<file path="config.mk">
export PLATFORM = sky130hd
export DESIGN_NAME = board_ctrl_top
export DESIGN_NICKNAME = d
export VERILOG_FILES = /design/src/design/wb_pkg.sv /design/src/design/serial_pkg.sv /design/src/design/serial_uart.sv /design/src/design/as_wb_bridge.sv /design/src/design/wbs_arbiter.sv /design/src/design/sys_config.sv /design/src/design/from_controller.sv /design/src/design/board_ctrl_top.sv
export SDC_FILE = /design/constraint.sdc
export NUM_CORES = 1
export LEC_CHECK = 0
export ABC_AREA = 1
export BUFFER_PORTS_ARGS = -buffer_cell sky130_fd_sc_hd__clkbuf_2
export CORE_ASPECT_RATIO = 0.6
export CORE_MARGIN = 5
export CORE_UTILIZATION = 50
export DETAILED_ROUTE_END_ITERATION = 16
export PLACE_DENSITY = 0.69
export SYNTH_ARGS = -nofsm -noshare
export SYNTH_HDL_FRONTEND = slang
export SYNTH_SLANG_ARGS = --single-unit
</file>
<file path="constraint.sdc">
create_clock -name gclk40 -period 4 [get_ports gclk40]
set_clock_uncertainty 0.15 [all_clocks]
set_input_delay 1 -clock gclk40 [delete_from_list [all_inputs] [get_ports gclk40]]
set_output_delay 1 -clock gclk40 [all_outputs]
set_load 0.02 [all_outputs]
</file>
<file path="src/design/wb_pkg.sv">
package wb_pkg;

  localparam int WB_AW = 16;
  localparam int WB_DW = 16;

  // slave address ranges
  localparam logic [15:0] SYSCONF_BASE = 16'h0000;
  localparam logic [15:0] SYSCONF_HIGH = 16'h000F;
  localparam logic [15:0] FROM_BASE    = 16'h0100;
  localparam logic [15:0] FROM_HIGH    = 16'h010F;
  localparam int NUM_SLAVES = 2;

  // word offsets inside the sysconf range
  localparam logic [3:0] REG_BOARD_ID  = 4'd0;
  localparam logic [3:0] REG_REV       = 4'd1;
  localparam logic [3:0] REG_CONFIG    = 4'd2;
  localparam logic [3:0] REG_SCRATCH   = 4'd3;
  localparam logic [3:0] REG_ERR_COUNT = 4'd4;
  localparam logic [3:0] REG_ERR_ADDR  = 4'd5;

  // board identity
  localparam logic [15:0] BOARD_ID       = 16'hB0A7;
  localparam logic [15:0] REVISION       = 16'h0103;
  localparam logic [7:0]  DEFAULT_CONFIG = 8'h00;

  // flashrom contents
  localparam logic [15:0] FROM_TABLE [16] = '{
    16'h5A00, 16'h5A01, 16'h5A02, 16'h5A03,
    16'h5A04, 16'h5A05, 16'h5A06, 16'h5A07,
    16'h5A08, 16'h5A09, 16'h5A0A, 16'h5A0B,
    16'h5A0C, 16'h5A0D, 16'h5A0E, 16'h5A0F
  };

endpackage

</file>
<file path="src/design/serial_pkg.sv">
package serial_pkg;

  // bit timing
  localparam int CLKS_PER_BIT = 16;
  localparam int CNT_W = $clog2(CLKS_PER_BIT);
  localparam logic [CNT_W-1:0] BIT_LAST = CNT_W'(CLKS_PER_BIT - 1);
  localparam logic [CNT_W-1:0] BIT_HALF = CNT_W'(CLKS_PER_BIT / 2 - 1);

  // host command and response bytes
  localparam logic [7:0] CMD_READ  = 8'h52;
  localparam logic [7:0] CMD_WRITE = 8'h57;
  localparam logic [7:0] RSP_OK    = 8'h4B;
  localparam logic [7:0] RSP_ERR   = 8'h45;
  localparam logic [7:0] RSP_BAD   = 8'h3F;

  // command parser states
  localparam logic [2:0] BR_OP   = 3'd0;
  localparam logic [2:0] BR_A_HI = 3'd1;
  localparam logic [2:0] BR_A_LO = 3'd2;
  localparam logic [2:0] BR_D_HI = 3'd3;
  localparam logic [2:0] BR_D_LO = 3'd4;
  localparam logic [2:0] BR_BUS  = 3'd5;
  localparam logic [2:0] BR_RSP  = 3'd6;

endpackage

</file>
<file path="src/design/serial_uart.sv">
`timescale 1ns/1ns

module serial_uart (
  input  logic       gclk40,
  input  logic       hard_reset,
  input  logic       serial_in_i,
  output logic       serial_out_o,
  output logic [7:0] rx_data_o,
  output logic       rx_dstrb_o,
  input  logic [7:0] tx_data_i,
  input  logic       tx_dstrb_i,
  output logic       tx_busy_o
);

  logic [1:0] rx_sync;
  logic       rx_s;
  logic       rx_active;
  logic [serial_pkg::CNT_W-1:0] rx_cnt;
  logic [3:0] rx_idx;
  logic [7:0] rx_shift;

  logic [9:0] tx_shift;
  logic [serial_pkg::CNT_W-1:0] tx_cnt;
  logic [3:0] tx_idx;

  assign rx_s         = rx_sync[1];
  assign rx_data_o    = rx_shift;
  assign serial_out_o = tx_shift[0];

  // receiver, rx_idx 0 is the start bit and 9 the stop bit
  always_ff @(posedge gclk40) begin
    rx_sync    <= {rx_sync[0], serial_in_i};
    rx_dstrb_o <= 1'b0;
    if (hard_reset) begin
      rx_sync   <= 2'b11;
      rx_active <= 1'b0;
      rx_cnt    <= '0;
      rx_idx    <= 4'd0;
    end else if (!rx_active) begin
      if (!rx_s) begin
        rx_active <= 1'b1;
        rx_cnt    <= '0;
        rx_idx    <= 4'd0;
      end
    end else if (rx_idx == 4'd0) begin
      // check the start bit in its middle, drop glitches
      if (rx_cnt == serial_pkg::BIT_HALF) begin
        rx_cnt <= '0;
        if (rx_s) begin
          rx_active <= 1'b0;
        end else begin
          rx_idx <= 4'd1;
        end
      end else begin
        rx_cnt <= rx_cnt + 1'b1;
      end
    end else if (rx_cnt == serial_pkg::BIT_LAST) begin
      rx_cnt <= '0;
      if (rx_idx == 4'd9) begin
        rx_active  <= 1'b0;
        rx_dstrb_o <= rx_s;
      end else begin
        rx_shift <= {rx_s, rx_shift[7:1]};
        rx_idx   <= rx_idx + 4'd1;
      end
    end else begin
      rx_cnt <= rx_cnt + 1'b1;
    end
  end

  // transmitter, shifts in ones so the line rests high
  always_ff @(posedge gclk40) begin
    if (hard_reset) begin
      tx_shift  <= '1;
      tx_busy_o <= 1'b0;
      tx_cnt    <= '0;
      tx_idx    <= 4'd0;
    end else if (!tx_busy_o) begin
      if (tx_dstrb_i) begin
        tx_shift  <= {1'b1, tx_data_i, 1'b0};
        tx_busy_o <= 1'b1;
        tx_cnt    <= '0;
        tx_idx    <= 4'd0;
      end
    end else if (tx_cnt == serial_pkg::BIT_LAST) begin
      tx_cnt <= '0;
      if (tx_idx == 4'd9) begin
        // end of stop bit
        tx_busy_o <= 1'b0;
      end else begin
        tx_shift <= {1'b1, tx_shift[9:1]};
        tx_idx   <= tx_idx + 4'd1;
      end
    end else begin
      tx_cnt <= tx_cnt + 1'b1;
    end
  end

endmodule

</file>
<file path="src/design/as_wb_bridge.sv">
`timescale 1ns/1ns

module as_wb_bridge (
  input  logic                     gclk40,
  input  logic                     hard_reset,
  input  logic [7:0]               rx_data_i,
  input  logic                     rx_dstrb_i,
  output logic [7:0]               tx_data_o,
  output logic                     tx_dstrb_o,
  input  logic                     tx_busy_i,
  output logic                     wb_cyc_o,
  output logic                     wb_stb_o,
  output logic                     wb_we_o,
  output logic [wb_pkg::WB_AW-1:0] wb_adr_o,
  output logic [wb_pkg::WB_DW-1:0] wb_dat_o,
  input  logic [wb_pkg::WB_DW-1:0] wb_dat_i,
  input  logic                     wb_ack_i,
  input  logic                     wb_err_i
);

  logic [2:0]  state;
  logic [23:0] rsp_buf;
  logic [1:0]  rsp_cnt;

  always_ff @(posedge gclk40) begin
    tx_dstrb_o <= 1'b0;
    if (hard_reset) begin
      state    <= serial_pkg::BR_OP;
      wb_cyc_o <= 1'b0;
      wb_stb_o <= 1'b0;
      rsp_cnt  <= 2'd0;
    end else begin
      case (state)
        serial_pkg::BR_OP: begin
          if (rx_dstrb_i) begin
            if (rx_data_i == serial_pkg::CMD_READ || rx_data_i == serial_pkg::CMD_WRITE) begin
              wb_we_o <= (rx_data_i == serial_pkg::CMD_WRITE);
              state   <= serial_pkg::BR_A_HI;
            end else begin
              // unknown opcode, answer without a bus cycle
              rsp_buf <= {serial_pkg::RSP_BAD, 16'h0000};
              rsp_cnt <= 2'd1;
              state   <= serial_pkg::BR_RSP;
            end
          end
        end
        serial_pkg::BR_A_HI: begin
          if (rx_dstrb_i) begin
            wb_adr_o[15:8] <= rx_data_i;
            state          <= serial_pkg::BR_A_LO;
          end
        end
        serial_pkg::BR_A_LO: begin
          if (rx_dstrb_i) begin
            wb_adr_o[7:0] <= rx_data_i;
            if (wb_we_o) begin
              state <= serial_pkg::BR_D_HI;
            end else begin
              wb_cyc_o <= 1'b1;
              wb_stb_o <= 1'b1;
              state    <= serial_pkg::BR_BUS;
            end
          end
        end
        serial_pkg::BR_D_HI: begin
          if (rx_dstrb_i) begin
            wb_dat_o[15:8] <= rx_data_i;
            state          <= serial_pkg::BR_D_LO;
          end
        end
        serial_pkg::BR_D_LO: begin
          if (rx_dstrb_i) begin
            wb_dat_o[7:0] <= rx_data_i;
            wb_cyc_o      <= 1'b1;
            wb_stb_o      <= 1'b1;
            state         <= serial_pkg::BR_BUS;
          end
        end
        serial_pkg::BR_BUS: begin
          if (wb_ack_i || wb_err_i) begin
            wb_cyc_o <= 1'b0;
            wb_stb_o <= 1'b0;
            state    <= serial_pkg::BR_RSP;
            if (wb_err_i) begin
              rsp_buf <= {serial_pkg::RSP_ERR, 16'h0000};
              rsp_cnt <= 2'd1;
            end else if (wb_we_o) begin
              rsp_buf <= {serial_pkg::RSP_OK, 16'h0000};
              rsp_cnt <= 2'd1;
            end else begin
              rsp_buf <= {serial_pkg::RSP_OK, wb_dat_i};
              rsp_cnt <= 2'd3;
            end
          end
        end
        default: begin
          // one byte per free transmitter, back to idle once the last is out
          if (!tx_busy_i && !tx_dstrb_o) begin
            if (rsp_cnt == 2'd0) begin
              state <= serial_pkg::BR_OP;
            end else begin
              tx_dstrb_o <= 1'b1;
              tx_data_o  <= rsp_buf[23:16];
              rsp_buf    <= {rsp_buf[15:0], 8'h00};
              rsp_cnt    <= rsp_cnt - 2'd1;
            end
          end
        end
      endcase
    end
  end

endmodule

</file>
<file path="src/design/wbs_arbiter.sv">
`timescale 1ns/1ns

module wbs_arbiter (
  input  logic                                         gclk40,
  input  logic                                         hard_reset,
  input  logic                                         wbm_cyc_i,
  input  logic                                         wbm_stb_i,
  input  logic                                         wbm_we_i,
  input  logic [wb_pkg::WB_AW-1:0]                     wbm_adr_i,
  input  logic [wb_pkg::WB_DW-1:0]                     wbm_dat_i,
  output logic [wb_pkg::WB_DW-1:0]                     wbm_dat_o,
  output logic                                         wbm_ack_o,
  output logic                                         wbm_err_o,
  output logic [wb_pkg::NUM_SLAVES-1:0]                wbs_cyc_o,
  output logic [wb_pkg::NUM_SLAVES-1:0]                wbs_stb_o,
  output logic                                         wbs_we_o,
  output logic [wb_pkg::WB_AW-1:0]                     wbs_adr_o,
  output logic [wb_pkg::WB_DW-1:0]                     wbs_dat_o,
  input  logic [wb_pkg::NUM_SLAVES*wb_pkg::WB_DW-1:0]  wbs_dat_i,
  input  logic [wb_pkg::NUM_SLAVES-1:0]                wbs_ack_i,
  output logic                                         bm_err_o,
  output logic [wb_pkg::WB_AW-1:0]                     bm_addr_o
);

  logic                         hit_sys;
  logic                         hit_from;
  logic                         bad;
  logic [wb_pkg::NUM_SLAVES-1:0] sel;

  // address decode
  assign hit_sys  = (wbm_adr_i >= wb_pkg::SYSCONF_BASE) && (wbm_adr_i <= wb_pkg::SYSCONF_HIGH);
  assign hit_from = (wbm_adr_i >= wb_pkg::FROM_BASE) && (wbm_adr_i <= wb_pkg::FROM_HIGH);

  // rom range is read only
  assign sel = {hit_from && !wbm_we_i, hit_sys};
  assign bad = ~|sel;

  assign wbs_cyc_o = {wb_pkg::NUM_SLAVES{wbm_cyc_i}} & sel;
  assign wbs_stb_o = {wb_pkg::NUM_SLAVES{wbm_stb_i}} & sel;
  assign wbs_we_o  = wbm_we_i;
  assign wbs_adr_o = wbm_adr_i;
  assign wbs_dat_o = wbm_dat_i;

  assign wbm_dat_o = sel[1] ? wbs_dat_i[2*wb_pkg::WB_DW-1:wb_pkg::WB_DW]
                            : wbs_dat_i[wb_pkg::WB_DW-1:0];
  assign wbm_ack_o = |(wbs_ack_i & sel);
  assign bm_err_o  = wbm_err_o;

  // err one clock after stb, single cycle
  always_ff @(posedge gclk40) begin
    if (hard_reset) begin
      wbm_err_o <= 1'b0;
    end else begin
      wbm_err_o <= wbm_cyc_i && wbm_stb_i && bad && !wbm_err_o;
    end
  end

  // offending address for the bus monitor
  always_ff @(posedge gclk40) begin
    if (wbm_cyc_i && wbm_stb_i && bad) begin
      bm_addr_o <= wbm_adr_i;
    end
  end

endmodule

</file>
<file path="src/design/sys_config.sv">
`timescale 1ns/1ns

module sys_config (
  input  logic                     gclk40,
  input  logic                     hard_reset,
  input  logic                     wb_cyc_i,
  input  logic                     wb_stb_i,
  input  logic                     wb_we_i,
  input  logic [wb_pkg::WB_AW-1:0] wb_adr_i,
  input  logic [wb_pkg::WB_DW-1:0] wb_dat_i,
  output logic [wb_pkg::WB_DW-1:0] wb_dat_o,
  output logic                     wb_ack_o,
  input  logic                     bm_err_i,
  input  logic [wb_pkg::WB_AW-1:0] bm_addr_i,
  output logic [7:0]               sys_config_o
);

  logic        access;
  logic [15:0] scratch;
  logic [15:0] err_count;
  logic [15:0] err_addr;

  assign access = wb_cyc_i && wb_stb_i && !wb_ack_o;

  always_ff @(posedge gclk40) begin
    if (hard_reset) begin
      wb_ack_o     <= 1'b0;
      sys_config_o <= wb_pkg::DEFAULT_CONFIG;
      err_count    <= 16'h0000;
      err_addr     <= 16'h0000;
    end else begin
      wb_ack_o <= access;
      // board id and revision ignore writes
      if (access && wb_we_i && wb_adr_i[3:0] == wb_pkg::REG_CONFIG) begin
        sys_config_o <= wb_dat_i[7:0];
      end
      if (bm_err_i) begin
        err_addr <= bm_addr_i;
        if (err_count != 16'hFFFF) begin
          err_count <= err_count + 16'h0001;
        end
      end
    end
  end

  always_ff @(posedge gclk40) begin
    if (access && wb_we_i && wb_adr_i[3:0] == wb_pkg::REG_SCRATCH) begin
      scratch <= wb_dat_i;
    end
    if (access) begin
      case (wb_adr_i[3:0])
        wb_pkg::REG_BOARD_ID:  wb_dat_o <= wb_pkg::BOARD_ID;
        wb_pkg::REG_REV:       wb_dat_o <= wb_pkg::REVISION;
        wb_pkg::REG_CONFIG:    wb_dat_o <= {8'h00, sys_config_o};
        wb_pkg::REG_SCRATCH:   wb_dat_o <= scratch;
        wb_pkg::REG_ERR_COUNT: wb_dat_o <= err_count;
        wb_pkg::REG_ERR_ADDR:  wb_dat_o <= err_addr;
        default:               wb_dat_o <= 16'h0000;
      endcase
    end
  end

endmodule

</file>
<file path="src/design/from_controller.sv">
`timescale 1ns/1ns

module from_controller (
  input  logic                     gclk40,
  input  logic                     hard_reset,
  input  logic                     wb_cyc_i,
  input  logic                     wb_stb_i,
  input  logic [wb_pkg::WB_AW-1:0] wb_adr_i,
  output logic [wb_pkg::WB_DW-1:0] wb_dat_o,
  output logic                     wb_ack_o
);

  // address stage of the flash array
  logic       addr_vld;
  logic [3:0] addr_q;

  always_ff @(posedge gclk40) begin
    if (hard_reset) begin
      addr_vld <= 1'b0;
      wb_ack_o <= 1'b0;
    end else begin
      addr_vld <= wb_cyc_i && wb_stb_i && !addr_vld && !wb_ack_o;
      wb_ack_o <= addr_vld;
    end
  end

  always_ff @(posedge gclk40) begin
    if (wb_cyc_i && wb_stb_i && !addr_vld) begin
      addr_q <= wb_adr_i[3:0];
    end
    // data stage
    if (addr_vld) begin
      wb_dat_o <= wb_pkg::FROM_TABLE[addr_q];
    end
  end

endmodule

</file>
<file path="src/design/board_ctrl_top.sv">
`timescale 1ns/1ns

module board_ctrl_top (
  input  logic       gclk40,
  input  logic       hard_reset,
  input  logic       serial_in_i,
  output logic       serial_out_o,
  output logic [7:0] sys_config_o,
  output logic       debug_led_o
);

  // uart to bridge bytes
  logic [7:0] rx_data;
  logic       rx_dstrb;
  logic [7:0] tx_data;
  logic       tx_dstrb;
  logic       tx_busy;

  // master side wishbone
  logic                     wbm_cyc;
  logic                     wbm_stb;
  logic                     wbm_we;
  logic [wb_pkg::WB_AW-1:0] wbm_adr;
  logic [wb_pkg::WB_DW-1:0] wbm_dat_w;
  logic [wb_pkg::WB_DW-1:0] wbm_dat_r;
  logic                     wbm_ack;
  logic                     wbm_err;

  // slave side wishbone
  logic [wb_pkg::NUM_SLAVES-1:0]               wbs_cyc;
  logic [wb_pkg::NUM_SLAVES-1:0]               wbs_stb;
  logic                                        wbs_we;
  logic [wb_pkg::WB_AW-1:0]                    wbs_adr;
  logic [wb_pkg::WB_DW-1:0]                    wbs_dat_w;
  logic [wb_pkg::NUM_SLAVES*wb_pkg::WB_DW-1:0] wbs_dat_r;
  logic [wb_pkg::NUM_SLAVES-1:0]               wbs_ack;

  logic                     bm_err;
  logic [wb_pkg::WB_AW-1:0] bm_addr;
  logic                     cyc_d;

  serial_uart u_uart (
    .gclk40(gclk40), .hard_reset(hard_reset),
    .serial_in_i(serial_in_i), .serial_out_o(serial_out_o),
    .rx_data_o(rx_data), .rx_dstrb_o(rx_dstrb),
    .tx_data_i(tx_data), .tx_dstrb_i(tx_dstrb), .tx_busy_o(tx_busy)
  );

  as_wb_bridge u_bridge (
    .gclk40(gclk40), .hard_reset(hard_reset),
    .rx_data_i(rx_data), .rx_dstrb_i(rx_dstrb),
    .tx_data_o(tx_data), .tx_dstrb_o(tx_dstrb), .tx_busy_i(tx_busy),
    .wb_cyc_o(wbm_cyc), .wb_stb_o(wbm_stb), .wb_we_o(wbm_we),
    .wb_adr_o(wbm_adr), .wb_dat_o(wbm_dat_w), .wb_dat_i(wbm_dat_r),
    .wb_ack_i(wbm_ack), .wb_err_i(wbm_err)
  );

  wbs_arbiter u_arbiter (
    .gclk40(gclk40), .hard_reset(hard_reset),
    .wbm_cyc_i(wbm_cyc), .wbm_stb_i(wbm_stb), .wbm_we_i(wbm_we),
    .wbm_adr_i(wbm_adr), .wbm_dat_i(wbm_dat_w), .wbm_dat_o(wbm_dat_r),
    .wbm_ack_o(wbm_ack), .wbm_err_o(wbm_err),
    .wbs_cyc_o(wbs_cyc), .wbs_stb_o(wbs_stb), .wbs_we_o(wbs_we),
    .wbs_adr_o(wbs_adr), .wbs_dat_o(wbs_dat_w), .wbs_dat_i(wbs_dat_r),
    .wbs_ack_i(wbs_ack),
    .bm_err_o(bm_err), .bm_addr_o(bm_addr)
  );

  sys_config u_sys_config (
    .gclk40(gclk40), .hard_reset(hard_reset),
    .wb_cyc_i(wbs_cyc[0]), .wb_stb_i(wbs_stb[0]), .wb_we_i(wbs_we),
    .wb_adr_i(wbs_adr), .wb_dat_i(wbs_dat_w), .wb_dat_o(wbs_dat_r[15:0]),
    .wb_ack_o(wbs_ack[0]),
    .bm_err_i(bm_err), .bm_addr_i(bm_addr),
    .sys_config_o(sys_config_o)
  );

  from_controller u_from (
    .gclk40(gclk40), .hard_reset(hard_reset),
    .wb_cyc_i(wbs_cyc[1]), .wb_stb_i(wbs_stb[1]),
    .wb_adr_i(wbs_adr), .wb_dat_o(wbs_dat_r[31:16]),
    .wb_ack_o(wbs_ack[1])
  );

  // led flips on each new bridge cycle
  always_ff @(posedge gclk40) begin
    if (hard_reset) begin
      cyc_d       <= 1'b0;
      debug_led_o <= 1'b0;
    end else begin
      cyc_d <= wbm_cyc;
      if (wbm_cyc && !cyc_d) begin
        debug_led_o <= ~debug_led_o;
      end
    end
  end

endmodule

</file>
# After elaboration in Yosys (flattened, before gate mapping)
# Memories as Yosys holds them, arrays and structs flattened. A register that Yosys moved wholly into a read port is not among the register bits.
# Index checks and enable logic that the tools add are counted.
# totals
regBits	209
rom_bits	256
input_bits	3
output_inout_bits	10
elab_cells	211
n_memories	1
# classes
n_addsub	6
n_lt_le_gt_ge	4
eq_ne	34
muxes	66
n_bitwise	13
reduce_logical	53
# memory_table
memory	depth	word_bits	rd	rd_clocked_by_memory_dff	write_ports	line_no	source
(name not given)	16	16	1	1	0	from_controller.sv:33	wb_dat_o <= wb_pkg::FROM_TABLE[addr_q];
# op_table
cell	count
24-bit 2-to-1 mux	6
16-bit one-hot mux with 6 select lines	1
24-bit one-hot mux with 3 select lines	1
4-bit 2-to-1 mux	17
10-bit 2-to-1 mux	4
16-bit 2-to-1 mux	2
3-bit 2-to-1 mux	10
2-bit inequality test (second input constant)	11
3-bit one-hot mux with 6 select lines	1
16-bit by 1-bit adder with 16-bit output (second input constant)	1
4-bit by 1-bit adder with 4-bit output (second input constant)	4
4-bit == test (second input constant)	4
8-bit by 7-bit == test with 1-bit output (second input constant)	2
16-bit by 1-bit greater-or-equal comparator with 1-bit output (second input constant)	1
16-bit by 9-bit greater-or-equal comparator with 1-bit output (second input constant)	1
16-bit by 4-bit <= comparator with 1-bit output (second input constant)	1
16-bit by 9-bit <= comparator with 1-bit output (second input constant)	1
16-bit inequality test (second input constant)	1
1-bit 2-to-1 mux	15
3-bit AND reduction	5
5-bit AND reduction	3
2-bit 2-to-1 mux	7
7-bit nonzero test	2
1-bit logical AND	13
31 further kinds	62

# Longest topological paths before layout
# depth
word_depth	8
depth_mapped	11
depth_no_buf	11

# Hierarchy
# Synthesis repeated with hierarchy kept, for this count alone.
# unflattened
hier_cells	1017
hier_area_um2	9495.4
# by_module_without_submodules
mod	instances	cells_each	area_per_inst_um2	seq_area_each_um2
sys_config	1	392	3224.3	1781.7
as_wb_bridge	1	227	2907.8	2092.0
serial_uart	1	209	1715.4	840.8
wbs_arbiter	1	147	1158.6	500.5
from_controller	1	32	416.6	280.3
board_ctrl_top	1	10	72.6	40.0

# Least setup slack after synthesis
# Ideal clock, no wire load.
# synth_path
kind	register -> register
from	register u_bridge.wb_adr_o[8] (netlist name)
to	register u_sys_config.scratch[0] (enable)
setup_ps	431
t_arrival_ps	3362
setup_slack_ps	57
path_stages_with_launch	8
path_cell_list	edfxtp_1 > nor2_1 > nand2_1 > nor2_1 > nand2_1 > nor3_2 > nand2_1 > nor4_1
# synth_between
elab_chain_cells	6
# synth_rtl
item	line_no	source
from (decl)	as_wb_bridge.sv:14	output logic [wb_pkg::WB_AW-1:0] wb_adr_o,
16-bit by 1-bit greater-or-equal comparator with 1-bit output / 16-bit by 4-bit <= comparator with 1-bit output (equally long branches)	wbs_arbiter.sv:31	assign hit_sys = (wbm_adr_i >= wb_pkg::SYSCONF_BASE) && (wbm_adr_i <= wb_pkg::SYSCONF_HIGH);
1-bit logical AND (*)	wbs_arbiter.sv:31	
2-bit AND (*)	wbs_arbiter.sv:38	assign wbs_cyc_o = {wb_pkg::NUM_SLAVES{wbm_cyc_i}} & sel;
1-bit logical AND (*)	sys_config.sv:23	assign access = wb_cyc_i && wb_stb_i && !wb_ack_o;
via u_sys_config.access	sys_config.sv:18	logic access;
1-bit logical AND (*) (2 in series)	sys_config.sv:47	if (access && wb_we_i && wb_adr_i[3:0] == wb_pkg::REG_SCRATCH) begin
to (signal assigned)	sys_config.sv:48	scratch <= wb_dat_i;
to (decl)	sys_config.sv:19	logic [15:0] scratch;
# Mark *: on every way through the listed nets, which the timed path passes. The rest lies on a longest branch.
# A chain may end at the register's enable or synchronous reset.

# Worst setup path in the final report
# layout_path
from	register u_bridge.wb_adr_o[15] (netlist name)
to	register u_sys_config.scratch[9] (enable)
# The elaborated chain is that of the path after synthesis.

==> run summary <==
Vias in the first global route: 5,337
CP bufs+invs: 2
Crit path kind: reg -> reg
P&R area growth vs syn: 12.54%
Min Tclk post-route: 2.469 ns
Num CTS Buffers: 20
Via count: 5,875
Worst-path cell chain: nor2_1, nand2_1, nor2_1, nand2_1, nor3_2, buf_4, nand2_1, nor4_2, buf_4
DRT antenna net count: 0
Length of the first detailed-routing pass in iterations: 6
RSZ-0062 raised after global routing: false
Port Buffers: 12
Synth Warn #: 0
Number of max-cap violations: 0
Clock sinks: 212
Share of post-route cells with drive strength above 1: 0.09551
CTS resizes: 0
Crit Reg-Reg Startpoint: u_bridge.wb_adr_o[15]
CP Data Required Time: 4.03 ns
CTS H-tree lvls: 1
Number of flops mapped to enable cells by yosys: 129
Pwr/cell area: 463.5 nW/um^2
Simple-gate share of the synthesized area: 0.1905
Iteration-0 DRC Markers: 580
Worst-path maximum fanout: 17
Startpoint types: register
Fillers: 1,495
Final period util: 0.6174
Status: finished clean
Crit path launch: u_bridge.wb_adr_o[15]
Ant. Diodes: 0
Final setup fails: 0
Crit-path slowest cell: edfxtp_1
Starting Density: 0.5028
Total track usage: 0.1886
CTS tree: built
First-pass GRT wire length: 29,410 um
Count of different cell masters after synthesis: 44
Synth Area in Compound Gates: 0.09150
Wirelength, routed: 18,240 um
Clock buffer depth: 3
Grt ovf: 0
Area of the core: 16,940 sq um
Final nets: 867
Ports: 13
Synth Flop Type: edfxtp_1
Reg area: 5535 sq um
Avg Cell Area, Syn: 10.24 sq um
Worst-path clk slew: 0.07 ns
Mapped Cells: 832
Net Count, Synth: 844
Clock latency on the worst-skew pair: 0.49 ns
Placer congestion estimate: 0.9315
Least-Margin Pin Slew: 0.7140 ns
Placed wire-length estimate: 12,850 um
CP dominant cell by count: nand2_1
# rows: 37
Xor/xnor share of the synthesized area: 0.006168
Cts hold-fix bufs: 0
FFs w/ async S/R, synth: 0
Cell family with most CP delay: simple AND/OR/NAND/NOR gates
Maximum VDD drop: 0.0003012 V
Seq cells post-synth: 212
Post-layout util: 0.5659
Start point of the worst hold path: u_uart.rx_sync[0]
Setup crit end kind: register
Drt wl/cell: 16.54 um
Synthesized area: 8519 sq um
Seq/Total Area, Yosys: 0.6497
Drt via density: 5.326
Largest family of logic cells by synthesized area: simple AND/OR/NAND/NOR gates
HP Class: reg -> reg
Die extent in x: 178.5 um
Die Y: 111.1 um
Worst Path Arrival: 2.50 ns
Multiplexer share of the synthesized area: 0
Post-CTS Setup Repair Bufs: 0
Number of max-slew violations in the final report: 0
Peak Freq: 404.9 MHz
Largest net degree at the start of global routing: 60
Post-Synth Adder-Cell Area: 0.01322
Initial antenna violation count: 1
Max stage delay on crit path: 0.39 ns
Die area: 19,830 sq um
Setup TNS: 0 ns
Leakage Power: 3.462 nW
DRC viols: 0
Area of the multi-input gates: 2576 sq um
CTS root buf: clkbuf_16
Final hold violations: 0
Max_slew headroom: 0.5214
layer usage:
layer / vias to the layer above / wire length (um) / global-route usage
met4: 2 / 298 / 0.03935
li1: 2890 / - / -
met2: 194 / 6851 / 0.2356
met1: 2760 / 9427 / 0.3226
met3: 29 / 1650 / 0.04499
met5: - / 13 / 0
layout by cell type (no fill, tap or decap), types with 5 or more instances in the layout:
cell	instances
a21oi_1	39
o311ai_0	7
nand3_1	40
nor3_1	21
inv_2	5
buf_4	10
clkbuf_16	21
nand2_1	148
ha_1	9
nor2_1	136
bufinv_16	5
o211ai_1	6
o2111ai_1	6
dfxtp_1	83
clkbuf_2	12
edfxtp_1	129
o21ai_0	52
xor2_1	5
inv_1	74
stage by stage:
stage | instance area [sq um] | setup slack [ns] | hold slack (ns) | instances | power [mW]
finish | 9588 | 1.531 | 0.2614 | 1103 | 4.444
floorplan | 8519 | 0.05746 | 0.2395 | 832 | 2.378
global placement | 8848 | 1.345 | 0.2417 | 1067 | 2.389
detailed placement | 8848 | 1.329 | 0.2464 | 1067 | 2.390
global route | 9588 | 1.328 | 0.2696 | 1103 | 4.587
CTS | 9588 | 1.553 | 0.2631 | 1103 | 4.487
path summary, 6_finish.rpt:
| check | depth (start not counted) | to | slack, ns |
|---|---|---|---|
| setup / recovery | 9 | u_sys_config.scratch[9] | 1.53 |
| hold / removal | 1 | u_uart.rx_sync[1] | 0.26 |
| setup reg to reg | 9 | u_sys_config.scratch[9] | 1.53 |
| hold reg to reg | 1 | u_uart.rx_sync[1] | 0.26 |
layout make-up:
class                           instances  share of cell area
Clock inverter                         14             0.02192
Sequential cell                       212              0.5773
Inverter                               81             0.03223
Multi-Input combinational cell        518              0.2687
Timing Repair Buffer                   22             0.01409
Clock buffer                           22             0.05520
Tap cell                              234             0.03054
worst register-to-register path, stage by stage, from the launching register on:
cell      delay [ns]
edfxtp_1        0.39
nor2_1          0.13
nand2_1         0.12
nor2_1          0.16
nand2_1         0.13
nor3_2          0.12
buf_4           0.26
nand2_1         0.16
nor4_2          0.23
buf_4           0.31
cell usage after synthesis (3+ instances only):
master | number | area [sq um]
nand4_1 | 4 | 25.02
o2111ai_1 | 6 | 52.55
edfxtp_1 | 129 | 3874
nor2_8 | 3 | 60.06
buf_2 | 5 | 25.02
nor4_1 | 4 | 25.02
xor2_1 | 5 | 43.79
inv_2 | 5 | 18.77
nand3_1 | 40 | 200.2
a211oi_1 | 3 | 22.52
nor3_1 | 21 | 105.1
inv_1 | 74 | 277.8
o211ai_1 | 6 | 45.04
o311ai_0 | 7 | 61.31
nand2_1 | 148 | 555.5
a21oi_1 | 39 | 195.2
nor2_2 | 3 | 18.77
dfxtp_1 | 83 | 1662
nor2_1 | 137 | 514.2
a32o_1 | 4 | 40.04
clkbuf_1 | 11 | 41.29
o21ai_0 | 52 | 260.3
ha_1 | 9 | 112.6
or2_2 | 4 | 25.02
report_power, final:
| part | internal (mW) | total, mW | switching, mW |
|---|---|---|---|
| registers | 2.29 | 2.30 | 0.00391 |
| logic | 0.0130 | 0.0446 | 0.0316 |
| clock network | 1.29 | 2.10 | 0.815 |
| total | 3.59 | 4.44 | 0.850 |
registers in the layout, indices dropped and copies added (netlist names), 8 cells and up:
signal                     cells
u_bridge.wb_dat_o             16
u_uart.tx_shift                9
u_sys_config.wb_dat_o         16
u_sys_config.err_addr         16
u_bridge.tx_data_o             8
u_bridge.wb_adr_o             16
u_sys_config.err_count        16
u_sys_config.sys_config_o      8
u_arbiter.bm_addr_o           16
u_uart.rx_data_o               8
u_sys_config.scratch          16
u_bridge.rsp_buf              24
cell families after synthesis:
kind of cell / after synthesis
adders and majority gates: 9
DFF: 212
AOI/OAI and AO/OA: 129
xor gates and xnor gates: 6
and+or+nand+nor: 374
buffers and inverters: 102
No activity file was read; power rests on OpenSTA's default activity.
